<file path="config.mk">
export PLATFORM = sky130hd
export DESIGN_NAME = rd_line_buf
export DESIGN_NICKNAME = d
export VERILOG_FILES = /design/src/mem_types_pkg.sv /design/src/rd_line_buf.sv
export SDC_FILE = /design/constraint.sdc
export NUM_CORES = 1
export LEC_CHECK = 0
export BUFFER_PORTS_ARGS = -buffer_cell sky130_fd_sc_hd__buf_2
export CAP_MARGIN = 0
export CELL_PAD_IN_SITES_DETAIL_PLACEMENT = 0
export CELL_PAD_IN_SITES_GLOBAL_PLACEMENT = 1
export CORE_MARGIN = 8
export CORE_UTILIZATION = 54
export DETAILED_ROUTE_END_ITERATION = 16
export PLACE_DENSITY_LB_ADDON = 0.1
export SYNTH_ARGS = -nofsm -noshare
export SYNTH_HDL_FRONTEND = slang
export SYNTH_SLANG_ARGS = --single-unit
</file>
<file path="constraint.sdc">
create_clock -name clk -period 6.9 [get_ports clk]
set_clock_uncertainty 0.05 [all_clocks]
set_input_delay 0.345 -clock clk [delete_from_list [all_inputs] [get_ports clk]]
set_output_delay 0.345 -clock clk [all_outputs]
set_load 0.05 [all_outputs]
</file>
<file path="src/mem_types_pkg.sv">
/* data word and address types of the burst memory subsystem
   widths are fixed here and shared by every block and the testbench */
`default_nettype none

package mem_types_pkg;

  localparam int ADDR_W = 8;   // 256 words
  localparam int DATA_W = 64;

  // one memory data word
  typedef logic [DATA_W-1:0] word_t;

  // word address, not a byte address
  typedef logic [ADDR_W-1:0] addr_t;

endpackage

`default_nettype wire

</file>
<file path="src/rd_line_buf.sv">
/* read line buffer
   captures the beats of a read burst in arrival order
   and returns the word picked by rd_sel */
`timescale 1ns/1ps
`default_nettype none

module rd_line_buf #(
  parameter int BURST_LEN = 4
) (
  input  wire                         clk,
  input  wire                         rst_n,
  input  wire                         rd_start,
  input  wire                         rd_data_valid,
  input  wire mem_types_pkg::word_t   rd_data,
  input  wire [$clog2(BURST_LEN)-1:0] rd_sel,
  output mem_types_pkg::word_t        rd_word
);

  localparam int BEAT_W = $clog2(BURST_LEN);

  mem_types_pkg::word_t slots [BURST_LEN];
  logic [BEAT_W-1:0]    cap_idx;    // next slot to fill

  assign rd_word = slots[rd_sel];

  always_ff @(posedge clk) begin
    if (rd_data_valid) begin
      slots[cap_idx] <= rd_data;
    end
  end

  always_ff @(posedge clk or negedge rst_n) begin
    if (!rst_n) begin
      cap_idx <= '0;
    end else if (rd_start) begin
      cap_idx <= '0;
    end else if (rd_data_valid) begin
      cap_idx <= cap_idx + 1'b1;   // wraps after the last beat
    end
  end

endmodule

`default_nettype wire

</file>
==> summary.txt <==
startpoint type of the worst setup path: primary input
die area: 22000 um^2
Post-Synth Adder-Cell Area: 0.529%
Sw Ratio: 22.0%
Reg power frac: 51.7%
gr ovfl total: 0
number of routed nets with antenna violations: 0
Comb pwr share: 9.7%
largest net degree at the start of global routing: 65
pwr dens: 303 nW/um^2
Warnings, synthesis: 0
Leak: 4.02 nW
xor/xnor share of the synthesized area: 0.0925%
# setup viols final: 0
max cap viols: 0
crit path max fanout: 40
RePlAce Congestion: 0.661
drt pass-1 iters: 4
status: completed
post-CTS setup buffers: 0
footprint of the multi-input gates: 1570 um^2
Tightest Hold Check Type: primary input to flip-flop
Seq/Total Area, Yosys: 81.7%
clock insertion delay at the later pin of the skew report: 510 ps
area added between synthesis and finish: 22.8%
CTS tree: done
layout cells sized above 1: 40.5%
Hold Fails Final Rpt: 0
Syn Std Cell Area: 9470 um^2
Synth Area per Inst: 27.1 um^2
gate count of the mapped netlist: 350
row count: 48
Die Y: 148 um
Worst EP required: 6500 ps
Finished Core Util: 67.5%
total CTS buffers: 26
CORE AREA: 17200 um^2
crit path DAT: 2430 ps
IO Port Bufs: 133
clock root buffer master: clkbuf_16
Vias: 4333
I/O pin count: 134
Antenna Cells: 0
period utilization: 40.9%
vias in the first global route: 4836
minimum clock period: 2820 ps
post-cts sizing count: 0
post-detail-place hpwl: 9600 um
Peak supply drop: 0.000204 V
Clk pwr share: 38.6%
fill count: 1116
Synth Register Bits: 258
gr usage total: 16.0%
Int Power: 2.74 mW
Slew headroom: 32.3%
mux cell area share after synthesis: 15.5%
Die Width: 148 um
Avg WL per Cell: 21.7 um
Tightest Pin Transition: 1020 ps
Net count, final: 624
Max Buffers Root-to-Sink: 3
register area: 7740 um^2
Clk pin slew, worst setup/hold paths: 60 ps
RSZ-0062 raised after global routing: false
Initial Util: 54.9%
routed vias/inst: 5.45
DR DRC count: 0
largest family of logic cells by synthesized area: multiplexers
Max Slew Vio Count: 0
Yosys cell types: 14
Simple-Gate Fraction of Synth Area: 0.344%
Syn Nets: 424
Final TNS setup: 0 ps
FMAX: 354 MHz
routed wire length: 17200 um
first-pass GRT wire length: 27000 um
CTS Sinks: 258
worst hold margin: 12.9 ps
Net Switching: 775 uW
CP Class: primary input to primary output
compound-cell area share of the yosys netlist: 0%
initial antenna violation count: 0
CP Capture Type: primary output
H-tree Lvls: 1
Initial DRC Count: 251
[logic make-up after synthesis]
family | count (synthesis)
adder cells (fa/ha/maj) | 4
buffers and inverters | 16
AND/OR/NAND/NOR | 6
flip-flops | 258
XOR/XNOR | 1
multiplexers | 65
[power groups by stage]
| stage | registers (mW) | clock network (mW) | logic [mW] |
|---|---|---|---|
| finish | 1.82 | 1.36 | 0.342 |
| global route | 1.82 | 1.44 | 0.366 |
| CTS | 1.82 | 1.39 | 0.350 |
| detailed placement | 1.85 | 0 | 0.326 |
| global placement | 1.85 | 0 | 0.323 |
| floorplan | 1.85 | 0 | 0.234 |
[cell type report]
type | instances | area share [%]
Clock buffer | 37 | 6.13
Clock inverter | 11 | 1.07
Inverter | 2 | 0.0646
Multi-Input combinational cell | 76 | 13.5
Sequential cell | 258 | 66.5
Tap cell | 225 | 2.42
Timing Repair Buffer | 186 | 10.3
[cell usage in the layout (no fill, tap or decap)]
cell           count
clkbuf_16         27
clkinv_1           5
clkinv_2           3
mux4_2            60
clkbuf_1          10
and2_4             4
dfrtp_1            2
inv_1              2
bufinv_16          3
mux4_1             4
nor2_1             2
ha_1               4
xnor2_1            1
buf_4              3
dlygate4sd3_1     52
edfxtp_1         256
mux2i_1            1
buf_2            131
[registers in the layout (all words and copies together), names as in the netlist]
signal and cells:
slots 256, cap_idx 2
[worst max-delay path, cell delays in order]
cell	delay, ps
buf_4	400
buf_4	740
mux4_1	650
buf_2	230
[routing by layer]
| layer | GRT usage, % | routed length (um) | vias up |
|---|---|---|---|
| met5 | 0 | 0 | - |
| met4 | 4.18 | 320 | 0 |
| met3 | 4.47 | 1190 | 30 |
| met2 | 27.1 | 8750 | 128 |
| met1 | 19.9 | 6990 | 2249 |
| li1 | - | - | 1926 |
[metrics by stage]
step	std cells	power, mW	setup slack, ps	instance area (um^2)
floorplan	350	2.08	4290	9470
global placement	695	2.17	3970	10300
detailed placement	695	2.18	3970	10300
CTS	795	3.55	3980	11600
global route	795	3.63	3850	11600
finish	795	3.52	4080	11600
[what timing repair did]
action | in CTS | in global routing
endpoints found under the hold margin | 197 | 0
endpoints found under the setup margin | 0 | 0
hold buffers | 52 | 0
[path summary, 6_finish.rpt]
path,startpoint,to,slack (ps),depth (start not counted)
hold / removal,rd_data[22],slots[1][22],10,1
setup / recovery,rd_sel[0],rd_word[63],4080,4
setup reg to reg,cap_idx[0],slots[2][37],4960,3
max in group asynchronous,rst_n,cap_idx[0],6610,2
hold reg to reg,cap_idx[1],cap_idx[1],540,2
min in group asynchronous,rst_n,cap_idx[1],100,2
[synth_stat cells]
master / count / area share (%)
xnor2_1: 1 / 0.093
mux4_1: 4 / 1.1
ha_1: 4 / 0.53
dfrtp_1: 2 / 0.53
inv_1: 2 / 0.079
buf_6: 1 / 0.12
mux2i_1: 1 / 0.11
mux4_2: 60 / 14
clkbuf_2: 1 / 0.053
and2_1: 4 / 0.26
buf_12: 6 / 1.3
nor2_1: 2 / 0.079
edfxtp_1: 256 / 81
buf_2: 6 / 0.32
Note: power is estimated with default switching activity, not from simulation.
