**src/mem_types_pkg.sv**
```systemverilog
/* data word and address types of the burst memory subsystem
   widths are fixed here and shared by every block and the testbench */
`default_nettype none

package mem_types_pkg;

  localparam int ADDR_W = 8;   // 256 words
  localparam int DATA_W = 64;

  // one memory data word
  typedef logic [DATA_W-1:0] word_t;

  // word address, not a byte address
  typedef logic [ADDR_W-1:0] addr_t;

endpackage

`default_nettype wire

```
**src/wr_line_buf.sv**
```systemverilog
/* write line buffer
   collects up to BURST_LEN client words, then feeds one per beat to the RAM
   the fill count is cleared by the controller when a write burst finishes */
`timescale 1ns/1ps
`default_nettype none

module wr_line_buf #(
  parameter int BURST_LEN = 4
) (
  input  wire                           clk,
  input  wire                           rst_n,
  input  wire                           wr_push,
  input  wire mem_types_pkg::word_t     wr_word,
  input  wire                           wr_clear,
  input  wire [$clog2(BURST_LEN)-1:0]   wr_beat,
  output mem_types_pkg::word_t          wr_data,
  output logic                          line_full
);

  localparam int BEAT_W = $clog2(BURST_LEN);
  localparam int FILL_W = $clog2(BURST_LEN + 1);

  mem_types_pkg::word_t slots [BURST_LEN];
  logic [FILL_W-1:0]    fill;
  logic                 push_ok;

  assign line_full = (fill == FILL_W'(BURST_LEN));
  assign push_ok   = wr_push && !line_full && !wr_clear;   // extra pushes are lost
  assign wr_data   = slots[wr_beat];

  always_ff @(posedge clk) begin
    if (push_ok) begin
      slots[fill[BEAT_W-1:0]] <= wr_word;
    end
  end

  always_ff @(posedge clk or negedge rst_n) begin
    if (!rst_n) begin
      fill <= '0;
    end else if (wr_clear) begin
      fill <= '0;       // old words stay in the slots
    end else if (push_ok) begin
      fill <= fill + 1'b1;
    end
  end

endmodule

`default_nettype wire

```
**config.mk**
```make
export PLATFORM = sky130hd
export DESIGN_NAME = wr_line_buf
export DESIGN_NICKNAME = d
export VERILOG_FILES = /design/src/mem_types_pkg.sv /design/src/wr_line_buf.sv
export SDC_FILE = /design/constraint.sdc
export NUM_CORES = 1
export LEC_CHECK = 0
export ABC_AREA = 1
export BUFFER_PORTS_ARGS = -buffer_cell sky130_fd_sc_hd__buf_2
export CORE_ASPECT_RATIO = 0.6
export CORE_UTILIZATION = 52
export DETAILED_ROUTE_END_ITERATION = 8
export PLACE_DENSITY = 0.8
export SYNTH_ARGS = -nofsm -noshare
export SYNTH_HDL_FRONTEND = slang
export SYNTH_SLANG_ARGS = --single-unit
```
**constraint.sdc**
```tcl
create_clock -name clk -period 3.7 [get_ports clk]
set_input_delay 0.37 -clock clk [delete_from_list [all_inputs] [get_ports clk]]
set_output_delay 0.37 -clock clk [all_outputs]
set_load 0.02 [all_outputs]
```
==> results of run 1 <==
[sequential cells by signal, indices dropped and copies added, names as in the netlist]
register	count
slots	256
fill	3
[cells in the mapped netlist]
| cell type | n |
|---|---|
| buf_2 | 29 |
| ha_1 | 4 |
| inv_1 | 137 |
| dfrtp_1 | 3 |
| nand2_1 | 265 |
| inv_2 | 1 |
| buf_4 | 3 |
| o21ai_0 | 2 |
| nor2_1 | 131 |
| o211ai_1 | 64 |
| edfxtp_1 | 256 |
| nand3_1 | 4 |
| buf_1 | 3 |
| clkbuf_1 | 6 |
[layout make-up]
class	count	area, um2	share of cell area, %
inverters	138	520	4.27
clock buffers	28	594	4.87
clock inverters	11	70.1	0.574
multi-input cells	470	2080	17.0
well taps	266	333	2.73
diodes	4	10.0	0.0821
repair buffers	146	832	6.82
flip-flops and latches	259	7760	63.6
[layer usage]
metal / vias to the layer above / track usage, %
li1: 3230 / -
met1: 2961 / 26.8
met2: 164 / 28.4
met3: 20 / 4.77
met4: 2 / 3.28
met5: - / 0
[cells by family after synthesis]
family / after synthesis
and+or+nand+nor: 400
AOI/OAI and AO/OA: 66
buffers and inverters: 179
adders and majority gates: 4
DFF: 259
[worst max-delay path by stage]
stage	endpoint	slack, ns	cells past startpoint
after floorplan	slots[0][0]	-0.36	5
after global placement	slots[2][53]	1.41	6
after detailed placement	slots[2][36]	1.35	6
after CTS	slots[2][34]	1.33	6
after global routing	slots[2][32]	1.19	6
final	slots[2][34]	1.33	6
[where the power goes]
group          switching [mW]  total (mW)  internal, mW
Clock                   0.956        2.16          1.20
Sequential             0.0168        3.32          3.30
Combinational           0.316       0.457         0.141
[what timing repair did]
| item | CTS | global route |
|---|---|---|
| hold buffers | 1 | 0 |
| setup buffers | 0 | 0 |
| hold endpoints to repair | 3 | 0 |
[cells in the final DEF, fill, tap and decap left out]
cell type / Yosys / routed
nor2_1: 131 / 127
buf_4: 3 / 6
clkinv_1: 0 / 8
dlygate4sd3_1: 0 / 1
edfxtp_1: 256 / 256
nor2_4: 0 / 4
inv_1: 137 / 137
o211ai_1: 64 / 64
ha_1: 4 / 4
clkbuf_16: 0 / 23
buf_6: 0 / 1
bufinv_16: 0 / 1
clkbuf_1: 6 / 5
inv_4: 0 / 1
o21ai_0: 2 / 2
diode_2: 0 / 4
nand2_1: 265 / 265
dfrtp_1: 3 / 3
nand3_1: 4 / 4
buf_12: 0 / 5
clkinv_2: 0 / 2
buf_2: 29 / 133
==> impl_metrics.yaml, run 1 <==
sta:
  setup_viol: 0
  fin_ws_ns: 1.33
  fin_crit_sh_pct: 64.1
  max_freq_ghz: 0.422
  slew_viol_final: 0
  setup_tns_ns: 0
  finalHoldViolCount: 0
  hold_slack_ns: 0.0873
  fin_skew_ns: 0.0138
  rsz0062_at_grt: "no"
  tightestPinTransition_ns: 0.685
  period_needed_ns: 2.37
  slew_headroom_pct: 54.3
placement:
  dp_cells: 1278
  post_dp_cell_area_um2: 11500
  pre_cts_ws_ns: 1.35
  place_congestion: 0.748
  hpwl_um: 11300
  io_buffers: 134
setup_path:
  crit_required_ns: 3.89
  critPathArrivalTime_ns: 2.56
  r2r.worst_path.cells: 6
  cpPeakStageDelay_ns: 0.58
  cp_max_fo: 16
  cp_top_family: "simple AND/OR/NAND/NOR gates"
  worstReg2RegEnd: "slots[2][34]"
  critPathCaptureType: "flop"
  startpoint_type: "flop"
  worstPathBufferInverterCount: 2
  rrSetupSlack_ns: 1.33
  crit_path_start: "fill[0]"
  r2r_start: "fill[0]"
  path_class: "reg2reg"
  worst_path_max_delay_cell: "nor2_4"
  crit_chain: "inv_1 > ha_1 > nand2_1 > nand3_1 > nor2_4 > buf_4"
global_route:
  grt_max_degree: 96
  overflow: 0
  track_usage_pct: 18.4
  grt_pass1_vias: 5814
  grt_pass1_wl_um: 29900
  antenna_found_initial: 3
synth:
  yosysUniqueCellTypes: 14
  synth_nets: 982
  synthXorXnorAreaFrac_pct: 0
  muxShareOfSynthArea_pct: 0
  synth_area_leader_cell: "edfxtp_1"
  seq_area_frac_synth_pct: 73.7
  yosys.area_share.simple_pct: 14.3
  synthTopCellsByArea: "edfxtp_1 (73%), nand2_1 (9.4%), inv_1 (4.9%), nor2_1 (4.7%), o211ai_1 (4.6%)"
  synth_area_um2: 10500
  synth_top_family_by_area: "simple AND/OR/NAND/NOR gates"
  syn_inst: 908
  avgSynthCellArea_um2: 11.6
  yosys.area.top_type_share_pct: 73.0
  synthAdderAreaFrac_pct: 0.475
  synth-compound-area-share_pct: 4.66
  yosys_warnings: 0
  ys_seq_elements: 259
detailed_routing:
  wl_per_cell_um: 14.3
  detail_route.first_pass.iterations: 5
  drtAntennaViolNets: 0
  wl_met3_um: 1460
  drt-total-wl_um: 18900
  drt_iter0_markers: 463
  drt-met1-wl_um: 8880
  route.met2.wl_um: 8340
  routed_via_density: 4.82
  num_vias: 6377
  drc_errors: 0
  top_signal_layer_used: "met5"
pwr:
  p_per_area_nw_per_um2: 486
  leakage_nw: 5.09
  finalPower_mw: 5.93
  vdd_ir_drop_max_mv: 0.317
clocking:
  cts-root-buf: "clkbuf_16"
  h-tree-depth: 1
  clk_pin_slew_ns: 0.06
  cts.sinks: 259
  numCtsBuffers: 23
  cts_buffer_depth: 3
  clkLatencyLatePin_ns: 0.50
  cts_resized: 0
  cts_tree: "built"
worst_hold_path:
  min_to: "slots[3][41]"
  min_path_cells: 1
  holdCritStartpoint: "wr_word[41]"
  min_path_type: "in2reg"
floorplanning:
  die_w_um: 186
  io_pins: 135
  start_util_pct: 54.2
  num_rows: 39
  die_height_um: 112
  core-area_um2: 19400
  die_area_um2: 20800
layout:
  nFillCells: 1518
  synthToLayoutAreaGrowth_pct: 15.9
  design_area_um2: 12200
  fin_cells: 1322
  fin_nets: 1112
  utilization_pct: 62.8
  drive_gt1_share_pct: 16.7
flow_run:
  cap_violations: 0
status:
  outcome: "finished clean"
Note: power is estimated with default switching activity, not from simulation.
==> run 2: changes to the inputs <==
Clock period 3.7 ns to 1.9 ns, I/O delays scaled along.
==> impl_metrics.yaml, run 2 (synthesis results as in run 1) <==
layout:
  layout_commonest_cell: "nand2_1"
  final_cell_mix: "nand2_1 (264), edfxtp_1 (256), inv_1 (137)"
  fin_cells: 1402
  fin_nets: 1188
  multiInputGateArea_um2: 2090
  largest_reg_flops: 256
  nFillCells: 1393
  regArea_um2: 7760
  drive_gt1_share_pct: 17.0
  synthToLayoutAreaGrowth_pct: 24.8
  utilization_pct: 67.7
clocking:
  cts_resized: 0
  cts_tree: "built"
  clk_pin_slew_ns: 0.06
  numCtsBuffers: 24
  clkLatencyLatePin_ns: 0.51
  cts_buffer_depth: 3
  cts-root-buf: "clkbuf_16"
  h-tree-depth: 1
  cts.sinks: 259
floorplanning:
  die_w_um: 186
  io_pins: 135
  core-area_um2: 19400
  start_util_pct: 54.2
  die_height_um: 112
  die_area_um2: 20800
  num_rows: 39
detailed_routing:
  routed_via_density: 4.91
  drtAntennaViolNets: 0
  num_vias: 6881
  drc_errors: 0
  wl_per_cell_um: 16.1
  drt-total-wl_um: 22600
  drt_iter0_markers: 619
  detail_route.first_pass.iterations: 5
setup_path:
  r2r.worst_path.cells: 6
  startpoint_type: "flop"
  path_class: "reg2out"
  cpPeakStageDelay_ns: 0.42
  critPathArrivalTime_ns: 1.63
  crit_chain: "inv_1 > ha_2 > nand2_2 > inv_1 > buf_2"
  crit_path_start: "fill[0]"
  rrSetupSlack_ns: 0.15
  cp_max_fo: 5
  worst_path_max_delay_cell: "dfrtp_1"
  cp_top_family: "flip-flops"
  critPathCaptureType: "primary output"
  r2r_start: "fill[0]"
  crit_top_cell: "inv_1"
  worstReg2RegEnd: "slots[0][55]"
  crit_required_ns: 1.71
  worstPathBufferInverterCount: 3
worst_hold_path:
  min_path_type: "in2async"
global_route:
  grt_pass1_wl_um: 35800
  track_usage_pct: 22.3
  antenna_found_initial: 5
  grt_pass1_vias: 6981
  overflow: 0
  grt_max_degree: 58
placement:
  place_congestion: 0.787
  hpwl_um: 13800
  dp_cells: 1288
  pre_cts_ws_ns: 0.156
  io_buffers: 134
pwr:
  leakage_nw: 5.48
  vdd_ir_drop_max_mv: 0.657
  finalPower_mw: 12.1
  p_per_area_nw_per_um2: 920
sta:
  period_needed_ns: 1.82
  setup_viol: 0
  fin_ws_ns: 0.0824
  fin_crit_sh_pct: 95.7
  max_freq_ghz: 0.550
  tightestPinTransition_ns: 0.376
  hold_slack_ns: 0.0269
  slew_viol_final: 0
  fin_skew_ns: 0.0119
  rsz0062_at_grt: "no"
  slew_headroom_pct: 74.9
  finalHoldViolCount: 0
flow_run:
  cap_violations: 0
status:
  outcome: "finished clean"
run 2: changes by cell type in the layout (fill, tap and decap cells not counted), moves of 2 or more:
cell / delta
dlygate4sd3_1: +65
buf_12: +10
clkbuf_1: +4
clkinv_1: -3
clkbuf_16: +2
run 2: cell type report:
| cell class | instances | share of cell area, % |
|---|---|---|
| flip-flops and latches | 259 | 59.1 |
| diodes | 4 | 0.0762 |
| inverters | 138 | 3.96 |
| repair buffers | 221 | 12.8 |
| well taps | 266 | 2.53 |
| clock buffers | 34 | 5.02 |
| multi-input cells | 470 | 15.9 |
| clock inverters | 10 | 0.600 |
run 2: per-layer routing:
layer	vias to the layer above	share of wire, %	track usage (%)
met5	-	0	0
li1	3394	-	-
met1	3218	45	32.4
met2	239	46	35.2
met4	0	1.4	4.70
met3	30	7.6	4.54
run 2: worst max-delay path by stage:
stage,end,cells after the start,slack [ns]
after floorplan,slots[0][0],5,-0.36
after global placement,slots[0][9],6,0.22
after detailed placement,slots[0][9],6,0.16
after CTS,line_full,5,0.07
after global routing,line_full,5,0.02
final,line_full,5,0.08
run 2: power breakdown:
part | total [mW] | internal [mW] | switching, mW | leakage, nW
Combinational | 1.08 | 0.399 | 0.684 | 2.76
Sequential | 6.47 | 6.43 | 0.0377 | 2.37
Clock | 4.54 | 2.56 | 1.98 | 0.353
Total | 12.1 | 9.39 | 2.70 | 5.48
run 2: repair_timing:
| item | CTS | global route |
|---|---|---|
| hold buffers | 66 | 0 |
| endpoints found under the hold margin | 261 | 0 |
| setup buffers | 0 | 0 |
run 2: per-stage QoR:
| stage | TNS, ns | area [um2] |
|---|---|---|
| after floorplan | -88.24 | 10600 |
| after global placement | 0 | 11700 |
| after detailed placement | 0 | 11700 |
| after CTS | 0 | 13100 |
| after global routing | 0 | 13100 |
| final | 0 | 13100 |
