===== src/mem_types_pkg.sv =====
/* data word and address types of the burst memory subsystem
   widths are fixed here and shared by every block and the testbench */
`default_nettype none

package mem_types_pkg;

  localparam int ADDR_W = 8;   // 256 words
  localparam int DATA_W = 64;

  // one memory data word
  typedef logic [DATA_W-1:0] word_t;

  // word address, not a byte address
  typedef logic [ADDR_W-1:0] addr_t;

endpackage

`default_nettype wire


===== src/mem_ctrl_pkg.sv =====
/* command encoding of the burst RAM and the state encodings of
   the RAM model and the line controller FSMs */
`default_nettype none

package mem_ctrl_pkg;

  typedef logic cmd_t;

  localparam cmd_t CMD_READ  = 1'b0;
  localparam cmd_t CMD_WRITE = 1'b1;

  typedef enum logic [2:0] {
    ram_calibrate,    // counting out the power-up delay
    ram_idle,
    ram_read_delay,   // waiting out the read latency
    ram_read_burst,
    ram_write_burst
  } ram_state_e;

  typedef enum logic [1:0] {
    ctrl_wait_cal,
    ctrl_idle,
    ctrl_issue,       // cmd_en cycle
    ctrl_wait_done
  } ctrl_state_e;

endpackage

`default_nettype wire


===== src/line_ctrl.sv =====
/* line controller between the client and the burst RAM
   waits for calibration, turns a req pulse into one burst command,
   sequences write beats and pulses done once the RAM goes idle */
`timescale 1ns/1ps
`default_nettype none

module line_ctrl #(
  parameter int BURST_LEN = 4
) (
  input  wire                         clk,
  input  wire                         rst_n,
  input  wire                         req,
  input  wire                         req_write,
  input  wire mem_types_pkg::addr_t   req_addr,
  input  wire                         init_calib,
  input  wire                         busy,
  output mem_ctrl_pkg::cmd_t          cmd,
  output logic                        cmd_en,
  output mem_types_pkg::addr_t        addr,
  output logic [$clog2(BURST_LEN)-1:0] wr_beat,
  output logic                        rd_start,
  output logic                        wr_clear,
  output logic                        ready,
  output logic                        done
);

  localparam int BEAT_W = $clog2(BURST_LEN);
  localparam logic [BEAT_W-1:0] LAST_BEAT = BEAT_W'(BURST_LEN - 1);

  mem_ctrl_pkg::ctrl_state_e state;
  logic                      op_write;   // latched req_write

  assign ready    = (state == mem_ctrl_pkg::ctrl_idle);
  assign cmd_en   = (state == mem_ctrl_pkg::ctrl_issue);
  assign rd_start = cmd_en && !op_write;
  assign cmd      = op_write ? mem_ctrl_pkg::CMD_WRITE : mem_ctrl_pkg::CMD_READ;

  // address only matters while a command is out
  always_ff @(posedge clk) begin
    if (ready && req) begin
      addr <= req_addr;
    end
  end

  always_ff @(posedge clk or negedge rst_n) begin
    if (!rst_n) begin
      state    <= mem_ctrl_pkg::ctrl_wait_cal;
      op_write <= 1'b0;
      wr_beat  <= '0;
      done     <= 1'b0;
      wr_clear <= 1'b0;
    end else begin
      done     <= 1'b0;
      wr_clear <= 1'b0;

      // beat k lines up with the k-th cycle after cmd_en
      if (state == mem_ctrl_pkg::ctrl_idle) begin
        wr_beat <= '0;
      end else if (op_write && wr_beat != LAST_BEAT &&
                   (state == mem_ctrl_pkg::ctrl_issue ||
                    state == mem_ctrl_pkg::ctrl_wait_done)) begin
        wr_beat <= wr_beat + 1'b1;
      end

      case (state)
        mem_ctrl_pkg::ctrl_wait_cal: begin
          if (init_calib) begin
            state <= mem_ctrl_pkg::ctrl_idle;
          end
        end

        mem_ctrl_pkg::ctrl_idle: begin
          if (req) begin
            op_write <= req_write;
            state    <= mem_ctrl_pkg::ctrl_issue;
          end
        end

        mem_ctrl_pkg::ctrl_issue: state <= mem_ctrl_pkg::ctrl_wait_done;

        mem_ctrl_pkg::ctrl_wait_done: begin
          if (done) begin
            state <= mem_ctrl_pkg::ctrl_idle;   // ready one cycle after done
          end else if (!busy) begin
            done     <= 1'b1;
            wr_clear <= op_write;
          end
        end

        default: state <= mem_ctrl_pkg::ctrl_wait_cal;
      endcase
    end
  end

endmodule

`default_nettype wire


===== config.mk =====
export PLATFORM = sky130hd
export DESIGN_NAME = line_ctrl
export DESIGN_NICKNAME = d
export VERILOG_FILES = /design/src/mem_types_pkg.sv /design/src/mem_ctrl_pkg.sv /design/src/line_ctrl.sv
export SDC_FILE = /design/constraint.sdc
export NUM_CORES = 1
export LEC_CHECK = 0
export ABC_AREA = 1
export BUFFER_PORTS_ARGS = -buffer_cell sky130_fd_sc_hd__buf_2
export CELL_PAD_IN_SITES_DETAIL_PLACEMENT = 0
export CELL_PAD_IN_SITES_GLOBAL_PLACEMENT = 1
export CORE_MARGIN = 2
export CORE_UTILIZATION = 30
export CTS_CLUSTER_DIAMETER = 120
export DETAILED_ROUTE_END_ITERATION = 6
export GPL_ROUTABILITY_DRIVEN = 0
export GPL_TIMING_DRIVEN = 0
export PLACE_DENSITY_LB_ADDON = 0.1
export SYNTH_ARGS = -nofsm -noshare
export SYNTH_HDL_FRONTEND = slang
export SYNTH_SLANG_ARGS = --single-unit

===== constraint.sdc =====
create_clock -name clk -period 1.34 [get_ports clk]
set_clock_uncertainty 0.2 [all_clocks]
set_input_delay 0.201 -clock clk [delete_from_list [all_inputs] [get_ports clk]]
set_output_delay 0.201 -clock clk [all_outputs]
set_load 0.01 [all_outputs]

==> results of run 1 <==
synth_stat cells:
| library cell | count | area (um2) |
|---|---|---|
| sky130_fd_sc_hd__edfxtp_1 | 8 | 240 |
| sky130_fd_sc_hd__nor3b_2 | 1 | 12.5 |
| sky130_fd_sc_hd__nand2_2 | 3 | 18.8 |
| sky130_fd_sc_hd__inv_2 | 2 | 7.51 |
| sky130_fd_sc_hd__nand4_1 | 2 | 12.5 |
| sky130_fd_sc_hd__ha_1 | 6 | 75.1 |
| sky130_fd_sc_hd__nand3b_1 | 1 | 7.51 |
| sky130_fd_sc_hd__nor2_1 | 4 | 15.0 |
| sky130_fd_sc_hd__inv_1 | 7 | 26.3 |
| sky130_fd_sc_hd__nand3_1 | 2 | 10.0 |
| sky130_fd_sc_hd__nand2_1 | 14 | 52.6 |
| sky130_fd_sc_hd__nand3_2 | 1 | 10.0 |
| sky130_fd_sc_hd__dfrtp_1 | 7 | 175 |
power groups by stage:
stage | Sequential [uW] | Combinational, uW | Clock, uW
3_5_place_dp | 765 | 786 | 0
3_3_place_gp | 769 | 777 | 0
6_report | 752 | 1310 | 243
2_1_floorplan | 790 | 506 | 0
4_1_cts | 737 | 1100 | 259
5_1_grt | 779 | 1470 | 284
kinds of logic (layout without fill, tap and decap cells):
group | after synthesis | after routing | synth area share [%]
buf+inv | 9 | 64 | 5.10
simple gates | 28 | 28 | 20.9
flops | 15 | 15 | 62.6
fa+ha+maj | 6 | 6 | 11.3
worst paths after layout:
kind	end	depth (start not counted)	from	slack (ns)
max in group asynchronous	wr_beat[0]$_DFFE_PN0P_	2	rst_n	0.69
worst min-delay path	state[0]$_DFFE_PN0P_	2	rst_n	0.08
worst min register to register	wr_beat[1]$_DFFE_PN0P_	2	wr_beat[1]$_DFFE_PN0P_	0.35
worst max-delay path	ready	3	state[0]$_DFFE_PN0P_	-0.17
worst max register to register	addr[3]$_DFFE_PP_	5	state[1]$_DFFE_PN0P_	-0.09
min in group clk	op_write$_DFFE_PN0P_	4	req	0.08
timing repair:
item,in CTS,in global routing
cloned,0,1
hold endpoints to repair,18,0
buffers inserted,7,3
resized for setup,13,16
hold buffers,11,0
pin swaps,2,6
setup endpoints to repair,14,19
final cells by class:
cell class	instances	area share, %
Multi-Input combinational cell	34	25.5
Timing Repair inverter	1	0.738
Timing Repair Buffer	50	29.4
Tap cell	28	2.95
Clock buffer	3	1.90
Clock inverter	1	0.421
Inverter	9	3.69
Sequential cell	15	35.4
flip-flops by register name, indices dropped and copies added, names as in the netlist:
name      flops
addr          8
state         2
wr_beat       2
done          1
op_write      1
wr_clear      1
per-stage QoR:
stage	util [%]	hold WS (ns)	setup TNS (ns)
final	55.3	0.0759	-1.29
after global routing	55.3	0.0838	-2.33
after CTS	51.5	0.0121	-2.29
after detailed placement	40.4	-0.158	-1.04
after global placement	40.4	-0.160	-1.07
after floorplan	-	-0.295	0
placed cells by master (no fill, tap or decap), types with 3 or more instances in the layout:
master / n
sky130_fd_sc_hd__inv_2: 3
sky130_fd_sc_hd__nand2_1: 11
sky130_fd_sc_hd__buf_6: 5
sky130_fd_sc_hd__dfrtp_2: 4
sky130_fd_sc_hd__buf_4: 5
sky130_fd_sc_hd__ha_4: 3
sky130_fd_sc_hd__dlygate4sd3_1: 11
sky130_fd_sc_hd__edfxtp_1: 8
sky130_fd_sc_hd__nand2_2: 3
sky130_fd_sc_hd__ha_1: 3
sky130_fd_sc_hd__clkbuf_4: 3
sky130_fd_sc_hd__buf_2: 29
sky130_fd_sc_hd__inv_1: 4
sky130_fd_sc_hd__dfrtp_1: 3
metal layers:
| metal | part of all wire (%) | wire (um) | vias to the layer above |
|---|---|---|---|
| li1 | - | - | 296 |
| met2 | 47 | 650 | 14 |
| met5 | 0 | 0 | - |
| met3 | 4.7 | 64 | 2 |
| met4 | 0.88 | 12 | 0 |
| met1 | 47 | 642 | 266 |
worst max-delay path, cell delays in order (launching register included):
cell	delay, ns
sky130_fd_sc_hd__dfrtp_2	0.42
sky130_fd_sc_hd__buf_6	0.13
sky130_fd_sc_hd__ha_4	0.15
sky130_fd_sc_hd__buf_2	0.13
==> run summary, run 1 <==
The met1 capacity usage during global routing came out at around 15%. The design internal power came out at 1400 uW. The path type of the worst min-delay path is input port to async pin.

The number of max-cap violations is 0. The fill cell total of the finished layout came out at ~200. The actual transition at the worst max-transition pin is around 0.17 ns. The global-route met3 utilization is under 10%. The relative slew slack came out at slightly below 90%. The total via count after detailed routing is just under 600.

Global routing consumed, over all layers together, between 10% and 20% of the routing resources. The initial standard-cell utilization of the core is 30.9%. The number of global-route vias before repair is 529. The die is between 50 and 60 um wide. The number of H-tree levels is 1. The leakage component of the power is 0.000580 uW. The routed design has between 1 and 1.5 mm of wire. The first-pass GRT wire length came out at 2.24 mm.

The diode insertion count for antenna repair is 0. The number of nets in the layout is around 130. The total power came out at about 2300 uW. The area occupied by registers came out at 420 um2. The fraction of power spent switching nets came out at about two fifths. Clock latency on the worst-skew pair, taken at its later pin, is between 0.2 and 0.3 ns. The minimum setup slack after placement is -0.0957 ns. The synthesized design contains 15 register bits. In this run the tool buffered the top-level ports with 29 buffer cells. The sequential cell area fraction in the yosys report is 62.6%. The largest fanout of any net on the critical path is 2. A synthesized cell averages about 11 um2. The power per cell area came out at about 1900 nW/um2.

The clock network accounts for about a tenth of the total power. The busiest layer in global routing is met2. For the worst setup path, the data required time is ~0.94 ns.

For this run, the number of Yosys warnings is 0. STA classifies the critical path endpoint as a primary output. Setup repair after global routing could not meet its margin everywhere. The number of nets produced by synthesis came out at just under 80. The area of the mapped netlist is approximately 660 um2.

The arrival time of data at the critical path endpoint is 1.11 ns. The worst setup path is launched from a flip-flop. Timing would allow up to between 600 and 700 MHz. In this run the power spent charging and discharging nets is just over 900 uW.

The routed via count divided by cell count is 4.10. The synthesis-to-layout area growth is 79.1%. The die area came out at about 2600 um2. The largest buffer count on any clock path came out at 2. The number of antenna-violating nets in the routed design came out at 0. In this run, CTS created clock tree buffers numbering 3. The average wire length per cell after detail routing came out at about 9.7 um.

The multi-input combinational cell area is around 300 um2. The count of cell types in the netlist is 13. After layout, the minimum clock period comes to ~1.5 ns. The number of placed instances, taps included, is 115. The clock tree from TritonCTS is built. The critical setup path kind is flip-flop to primary output. The post-synthesis cell count is 58. In the final layout, the share of cells above drive strength 1 is roughly three fifths. The clock transition time at the flip-flop clock pins of the worst setup and hold paths is around 0.090 ns. The total placed instance area is about 870 um2.

The worst-case IR drop observed on VDD is between 0.0009 and 0.001 V. The final reports fail on negative setup slack. The number of pins exceeding their max-slew limit in the final report came out at 0. The worst path setup slack after routing is -0.168 ns.

The overflow left after global routing is 0. The detailed router finished its first iteration with 5 violations. The flow ran to the end, but the final reports show violations.

The estimated wirelength of the detail-placed design came out at ~930 um. The region available for standard cell placement spans between 2000 and 2500 um2. The number of top-level design ports is 30. The number of placement rows came out at 17. The total non-filler cell area in the finished layout came out at approximately 1200 um2. The height of the die is 51.0 um. In this run the clock root is driven by a sky130_fd_sc_hd__clkbuf_4. The count of cells in the finished layout, fillers not included, comes to approximately 140. The number of design rule violations left after detail routing came out at 0. The combinational share of power came out at between 50% and 60%. The met2 track demand over resource in global routing came out at about 19%. The first-pass iteration count of the detailed router came out at 4. The initial antenna violation count is 0. The TritonCTS sink count is 15.

The ratio of final minimum period to clock period came out at 113%. The share of power burned in registers is approximately a third. The number of hold violations in the final report is 0. The final number of setup-violating endpoints came out at 17. The maximum number of pins on one net before global-route repair came out at 10.
(Power assumes the default switching activity.)
==> run 2, diff against run 1 <==
Settings changed: CTS_CLUSTER_SIZE set to 30, PLACE_DENSITY set to 0.83, PLACE_DENSITY_LB_ADDON 0.1 to not set.
==> run summary, run 2 (synthesized netlist as in run 1, its figures left out) <==
The flow ran to the end, but the final reports show violations. The checks that failed: negative setup slack. The delay of the slowest cell on the worst path is between 0.4 and 0.5 ns.

The initial antenna violation count was 0. The tool flagged a number of max-cap violations equal to 0. In this design, the critical path's most frequently occurring cell is sky130_fd_sc_hd__inv_2. The number of buffers created by CTS came out at 3. The minimum setup slack after placement came out at -0.103 ns. The number of design rule violations left after detail routing is 0. The synthesis-to-layout area growth is 75.3%. The number of top-level design ports came out at 30.

The relative slew slack came out at slightly below 90%. The number of antenna-violating nets in the routed design came out at 0. The routed via count divided by cell count is 4.21. The estimated wirelength of the detail-placed design is around 960 um. The worst setup path is launched from a flip-flop. By startpoint and endpoint, the worst setup path is classified as flip-flop to primary output. The reg-to-reg setup timing slack is -0.09 ns. The largest fanout of any net on the critical path is 3. The type of destination of the critical path is a primary output. The critical path ends at rd_start.

STA puts the critical path data arrival time at 1.11 ns. The TritonCTS sink count is 15. The cell depth of the worst flop-to-flop path is 5.

The startpoint identified for the worst register-to-register timing path is state[1]$_DFFE_PN0P_. The number of H-tree levels came out at 1. For this design the static power due to leakage is between 0.0005 and 0.0006 uW. The diode insertion count for antenna repair came out at 0. The final period demand of the worst path is around 1.5 ns.

The multi-input combinational cell area is 283 um2. The share of cells above drive strength 1 came out at between 50% and 60%. The register containing the most flip-flops in the final layout is addr.

Cells fill 54.1% of the core in the end. The most critical setup path has its startpoint at state[0]$_DFFE_PN0P_. The number of flip-flops in the largest register is 8.

The maximum vdd drop came out at 0.000869 V. The number of nets in the layout is roughly 130. Setup repair after global routing could not meet its margin everywhere.

The floorplan has 17 rows. The clock tree root driver cell is sky130_fd_sc_hd__clkbuf_4. The height of the die came out at around 50 um. The horizontal die dimension came out at 51.0 um. The detailed router's first-iteration violation count is 3. The fill cell total of the finished layout is 193. The worst path setup slack after routing came out at -0.175 ns.

The path type of the worst min-delay path is input port to flip-flop. The routed length on met1 is ~600 um. The ratio of final minimum period to clock period came out at 113%. The count of input and output buffers came out at 29. On the final layout, the worst hold slack is approximately 0.10 ns. The met3 routed wirelength came out at 99 um. The core outline area is 2150 um2. After detailed routing, the average wire length per cell comes to between 10 and 15 um. The number of global-route vias before repair was approximately 600. TritonCTS built the clock tree. The clock passes through at most 2 buffers. The largest registers in the layout are addr (8), state (2), wr_beat (2). The signal on the critical path passes through inv_2 > ha_4 > inv_2 > nor2_2 > buf_2. The first-pass iteration count of the detailed router came out at 4. The power per cell area is 1920 nW/um2. In the layout the commonest cells are sky130_fd_sc_hd__buf_2 (28), sky130_fd_sc_hd__nand2_1 (11), sky130_fd_sc_hd__dlygate4sd3_1 (11), sky130_fd_sc_hd__edfxtp_1 (8), sky130_fd_sc_hd__buf_4 (7).

The final number of setup-violating endpoints is 14. The clock transition time at the flip-flop clock pins of the worst setup and hold paths is 0.08 ns. The initial utilization of the core area, before any placement, comes to 30.9%. The highest achievable clock rate is approximately 660 MHz. Leaving out fill and tap cells, the most frequent cell in the layout is sky130_fd_sc_hd__buf_2. The die covers between 2000 and 3000 um2. The number of pins exceeding their max-slew limit in the final report came out at 0. The maximum number of pins on one net before global-route repair came out at 9. The overflow left after global routing is 0. The slowest stage of the critical path is the sky130_fd_sc_hd__dfrtp_2 cell. The detailed router used layers up to and including met3.

The total met2 wirelength after detailed routing came out at around 770 um. In the global route stage, overall resource usage came out at between 10% and 20%. The total via count after detailed routing is roughly 590. The area occupied by registers is between 400 and 500 um2. The routed wire length came out at approximately 1.5 mm. The worst endpoint required time is approximately 0.94 ns. The first global-routing pass estimated roughly 2.4 mm of wire. The total power is approximately 2200 uW. The clock latency at the later pin of the worst-skew pair is ~0.27 ns. In this run the critical register-to-register path is captured at addr[4]$_DFFE_PP_. The actual transition at the worst max-transition pin came out at between 0.15 and 0.2 ns. The number of hold violations in the final report was 0.
## run 2: cell types whose count changed in the layout (fill, tap and decap cells not counted), moves of 2 or more
cell | previous run | this run
sky130_fd_sc_hd__buf_4 | 5 | 7
sky130_fd_sc_hd__ha_2 | 0 | 2
sky130_fd_sc_hd__dfrtp_2 | 4 | 2
sky130_fd_sc_hd__dfrtp_1 | 3 | 5
## run 2: per-stage QoR
stage / std cells / instance area (um2) / setup TNS, ns
floorplan: 58 / 688 / 0
global placement: 115 / 868 / -0.840
detailed placement: 115 / 868 / -0.838
CTS: 139 / 1120 / -1.28
global route: 141 / 1160 / -2.11
finish: 141 / 1160 / -1.32
## run 2: area by class of cell
class | instances | area share [%]
clock buffer | 4 | 2.26
inverter | 9 | 3.77
multi-input combinational | 34 | 24.3
sequential | 15 | 36.0
tap | 28 | 3.01
timing repair buffer | 50 | 29.9
timing repair inverter | 1 | 0.754
## run 2: critical path, delay by kind of cell, from the launching register on
family | cells | cell delay (ns)
flops | 1 | 0.43
buf+inv | 3 | 0.23
fa+ha+maj | 1 | 0.13
simple gates | 1 | 0.05
## run 2: how the worst min path moves through the flow
stage          start                endpoint  cells past startpoint
2_1_floorplan  rst_n          done$_DFF_PN0_                      0
3_3_place_gp   rst_n      wr_clear$_DFF_PN0_                      1
3_5_place_dp   rst_n  wr_beat[1]$_DFFE_PN0P_                      1
4_1_cts          req    op_write$_DFFE_PN0P_                      4
5_1_grt        rst_n      wr_clear$_DFF_PN0_                      2
6_report         req    op_write$_DFFE_PN0P_                      4
## run 2: repair_timing
item,CTS,global route
hold buffers,11,0
endpoints found under the setup margin,13,16
gates cloned,1,0
pin swaps,6,8
setup buffers,8,3
gates resized for setup,16,8
hold endpoints to repair,18,0
## run 2: routing by layer
metal,GRT usage [%],up-vias
met2,24.2,24
met5,0,-
li1,-,299
met1,12.7,271
met4,8.56,0
met3,0.877,0
## run 2: where the power goes
group,switching [uW],leakage [uW],internal (uW)
logic,621,0.000397,628
clock network,120,0.0000150,115
registers,113,0.000161,638
total,854,0.000572,1380
==> run 3, diff against run 2 <==
Settings changed: SLEW_MARGIN set to 20, TNS_END_PERCENT set to 10.
==> run summary, run 3 (synthesized netlist as in run 1, its figures left out) <==
The final instance count without filler cells came out at about 140. The clock latency at the later pin of the worst-skew pair came out at around 0.28 ns. In the final routed layout, each cell accounts on average for roughly 11 um. In this run the critical register-to-register path is captured at state[1]$_DFFE_PN0P_. The share of total power in the clock network came out at between 10 and 15%. The register containing the most flip-flops in the final layout is addr. The initial antenna violation count came out at 0. The clock tree from TritonCTS is built. The design internal power is between 1000 and 1500 uW. The largest buffer count on any clock path came out at 2. The largest registers in the layout are addr (8), state (2), wr_beat (2).

The library cells used most frequently in the layout, excluding fill and tap cells, are sky130_fd_sc_hd__buf_2 (28), sky130_fd_sc_hd__nand2_1 (13), sky130_fd_sc_hd__dlygate4sd3_1 (11), sky130_fd_sc_hd__edfxtp_1 (8), sky130_fd_sc_hd__buf_4 (7). Timing would allow up to 643 MHz. The height of the die is 51.0 um. The arrival time of data at the critical path endpoint came out at around 1.2 ns. The net switching power is 821 uW. The number of placed cells counting well taps came out at roughly 120.

The actual transition at the worst max-transition pin came out at around 0.17 ns. The setup total negative slack came out at -0.929 ns. The worst path setup slack after routing came out at -0.216 ns. The path type of the worst min-delay path is input port to flip-flop. The combinational share of power is about 53%. The number of design rule violations left after detail routing is 0. On the critical path the largest part of the delay comes from flip-flops. The total via count after detailed routing came out at ~580.

The clock tree root driver cell is sky130_fd_sc_hd__clkbuf_4. The maximum vdd drop came out at 0.000713 V. The initial standard-cell utilization of the core came out at between 30% and 40%. The number of flip-flops in the largest register came out at 8.

The ratio of final minimum period to clock period is 116%. Traced cell by cell, the critical path runs through buf_6 > ha_4 > buf_6. The number of cells on the critical path came out at 3. The final reports fail on negative setup slack. The clock transition time at the flip-flop clock pins of the worst setup and hold paths came out at approximately 0.08 ns.

The reg-to-reg setup timing slack is -0.12 ns. The total non-filler cell area in the finished layout came out at roughly 1100 um2. The most used cell along the critical path is sky130_fd_sc_hd__buf_6. The minimum setup slack after placement came out at -0.112 ns. The region available for standard cell placement spans approximately 2100 um2. The routed wire length came out at 1.53 mm. The share of cells above drive strength 1 came out at a little over half. The critical setup path kind is flip-flop to primary output. After filler insertion, the fill cell instance count of the layout stands at just under 200. The first-pass iteration count of the detailed router came out at 3. The endpoint of the worst setup timing path is ready. The cell depth of the worst flop-to-flop path came out at 7.

The worst endpoint required time came out at 0.94 ns. Input and output buffers added on the ports amount to 29. The first-pass GRT wire length is roughly 2.3 mm. The TritonCTS sink count came out at 15. The die area is roughly 2600 um2. Entering global routing, the biggest net connects 10 pins.

The total placed instance area came out at ~860 um2. Measured against its own limit, the worst slew margin works out to 88.9%. The number of hold violations in the final report came out at 0.

The number of pins exceeding their max-slew limit in the final report is 0. For this design the static power due to leakage is roughly 0.00056 uW. The number of max-cap violations is 0. The number of nets in the layout is around 130. The floorplan step set the die width to 51.0 um. The run finished, with violations left. The final number of setup-violating endpoints came out at 14. The largest fanout of any net on the critical path is 4.

The slowest stage of the critical path is the sky130_fd_sc_hd__dfrtp_2 cell. The number of top-level design ports is 30. The detailed router's first-iteration violation count is 6.

The fraction of power spent switching nets is 38.7%. The number of H-tree levels is 1. The number of placement rows came out at 17. The number of buffers and inverters on the critical path is 2. The startpoint identified for the worst register-to-register timing path is state[0]$_DFFE_PN0P_.

The final core utilization came out at roughly half. The share of power burned in registers is around 36%. The library cell used most frequently in the layout, excluding fill and tap cells, is sky130_fd_sc_hd__buf_2.

The routed via count divided by cell count is 4.17. The overflow left after global routing is 0. Tracing the worst setup path back leads to its startpoint at state[0]$_DFFE_PN0P_. The number of buffers created by CTS came out at 3. The worst setup path is launched from a flip-flop. The delay of the slowest cell on the worst path came out at around 0.45 ns.

After layout, the minimum clock period comes to 1.56 ns. The repair_antennas step left the layout with diodes totalling 0. Power spread over the standard cell area amounts to around 1900 nW/um2.

The number of global-route vias before repair was 584. The worst setup path is captured at a primary output. The estimated wirelength of the detail-placed design is just over 900 um.

The overall global routing resource usage is 12.6%. The number of antenna-violating nets in the routed design came out at 0. The synthesis-to-layout area growth came out at 67.4%. Setup repair after global routing could not meet its margin everywhere.
-- run 3: cell count changes in the layout (fill, tap and decap cells not counted), moves of 2 or more --
cell                      before  now
sky130_fd_sc_hd__buf_6         4    2
sky130_fd_sc_hd__ha_1          2    4
sky130_fd_sc_hd__ha_2          2    0
sky130_fd_sc_hd__nand2_1      11   13
sky130_fd_sc_hd__nand2_2       4    2
-- run 3: per-layer routing --
layer	part of all wire (%)	wire [um]	up-vias	global-route usage (%)
met5	0	0	-	0
met4	1.6	24	0	6.76
met3	6.2	94	2	1.46
met2	53	816	23	24.7
met1	39	591	260	12.6
li1	-	-	291	-
-- run 3: area by class of cell --
cell class                      instances  area, um2  area share, %
Multi-Input combinational cell         34        259           23.3
Inverter                                9       43.8           3.95
Tap cell                               28       35.0           3.16
Sequential cell                        15        419           37.8
Clock inverter                          1       5.00          0.451
Timing Repair Buffer                   48        325           29.3
Clock buffer                            3       22.5           2.03
-- run 3: worst min path at each step --
stage	startpoint	endpoint	slack [ns]	cells after the start
detailed placement	rst_n	wr_beat[1]$_DFFE_PN0P_	-0.16	1
CTS	req	op_write$_DFFE_PN0P_	0.03	4
global placement	rst_n	wr_clear$_DFF_PN0_	-0.16	1
floorplan	rst_n	done$_DFF_PN0_	-0.29	0
finish	req	op_write$_DFFE_PN0P_	0.05	4
global route	req	op_write$_DFFE_PN0P_	0.07	4
-- run 3: power by group through the flow --
| stage | clock, uW | combinational, uW | sequential [uW] |
|---|---|---|---|
| final | 245 | 1110 | 762 |
| after floorplan | 0 | 495 | 790 |
| after CTS | 242 | 1060 | 755 |
| after global placement | 0 | 745 | 768 |
| after detailed placement | 0 | 764 | 768 |
| after global routing | 275 | 1240 | 784 |
-- run 3: tightest hold or removal path, cell delays in order --
cell and delay, ns:
sky130_fd_sc_hd__buf_2 0.12, sky130_fd_sc_hd__nand2_4 0.08, sky130_fd_sc_hd__nand2_1 0.06, sky130_fd_sc_hd__nand2_1 0.04
-- run 3: repair_timing --
| item | in CTS | in global routing |
|---|---|---|
| pin swaps | 2 | 3 |
| endpoints found under the hold margin | 18 | 0 |
| setup endpoints to repair | 13 | 17 |
| resized for setup | 10 | 6 |
| buffers inserted | 8 | 0 |
| hold buffers | 11 | 0 |
-- run 3: metrics by stage --
stage | total power, uW | hold slack [ns]
2_1_floorplan | 1290 | -0.295
3_3_place_gp | 1510 | -0.157
3_5_place_dp | 1530 | -0.155
4_1_cts | 2060 | 0.0346
5_1_grt | 2300 | 0.0709
6_report | 2120 | 0.0509
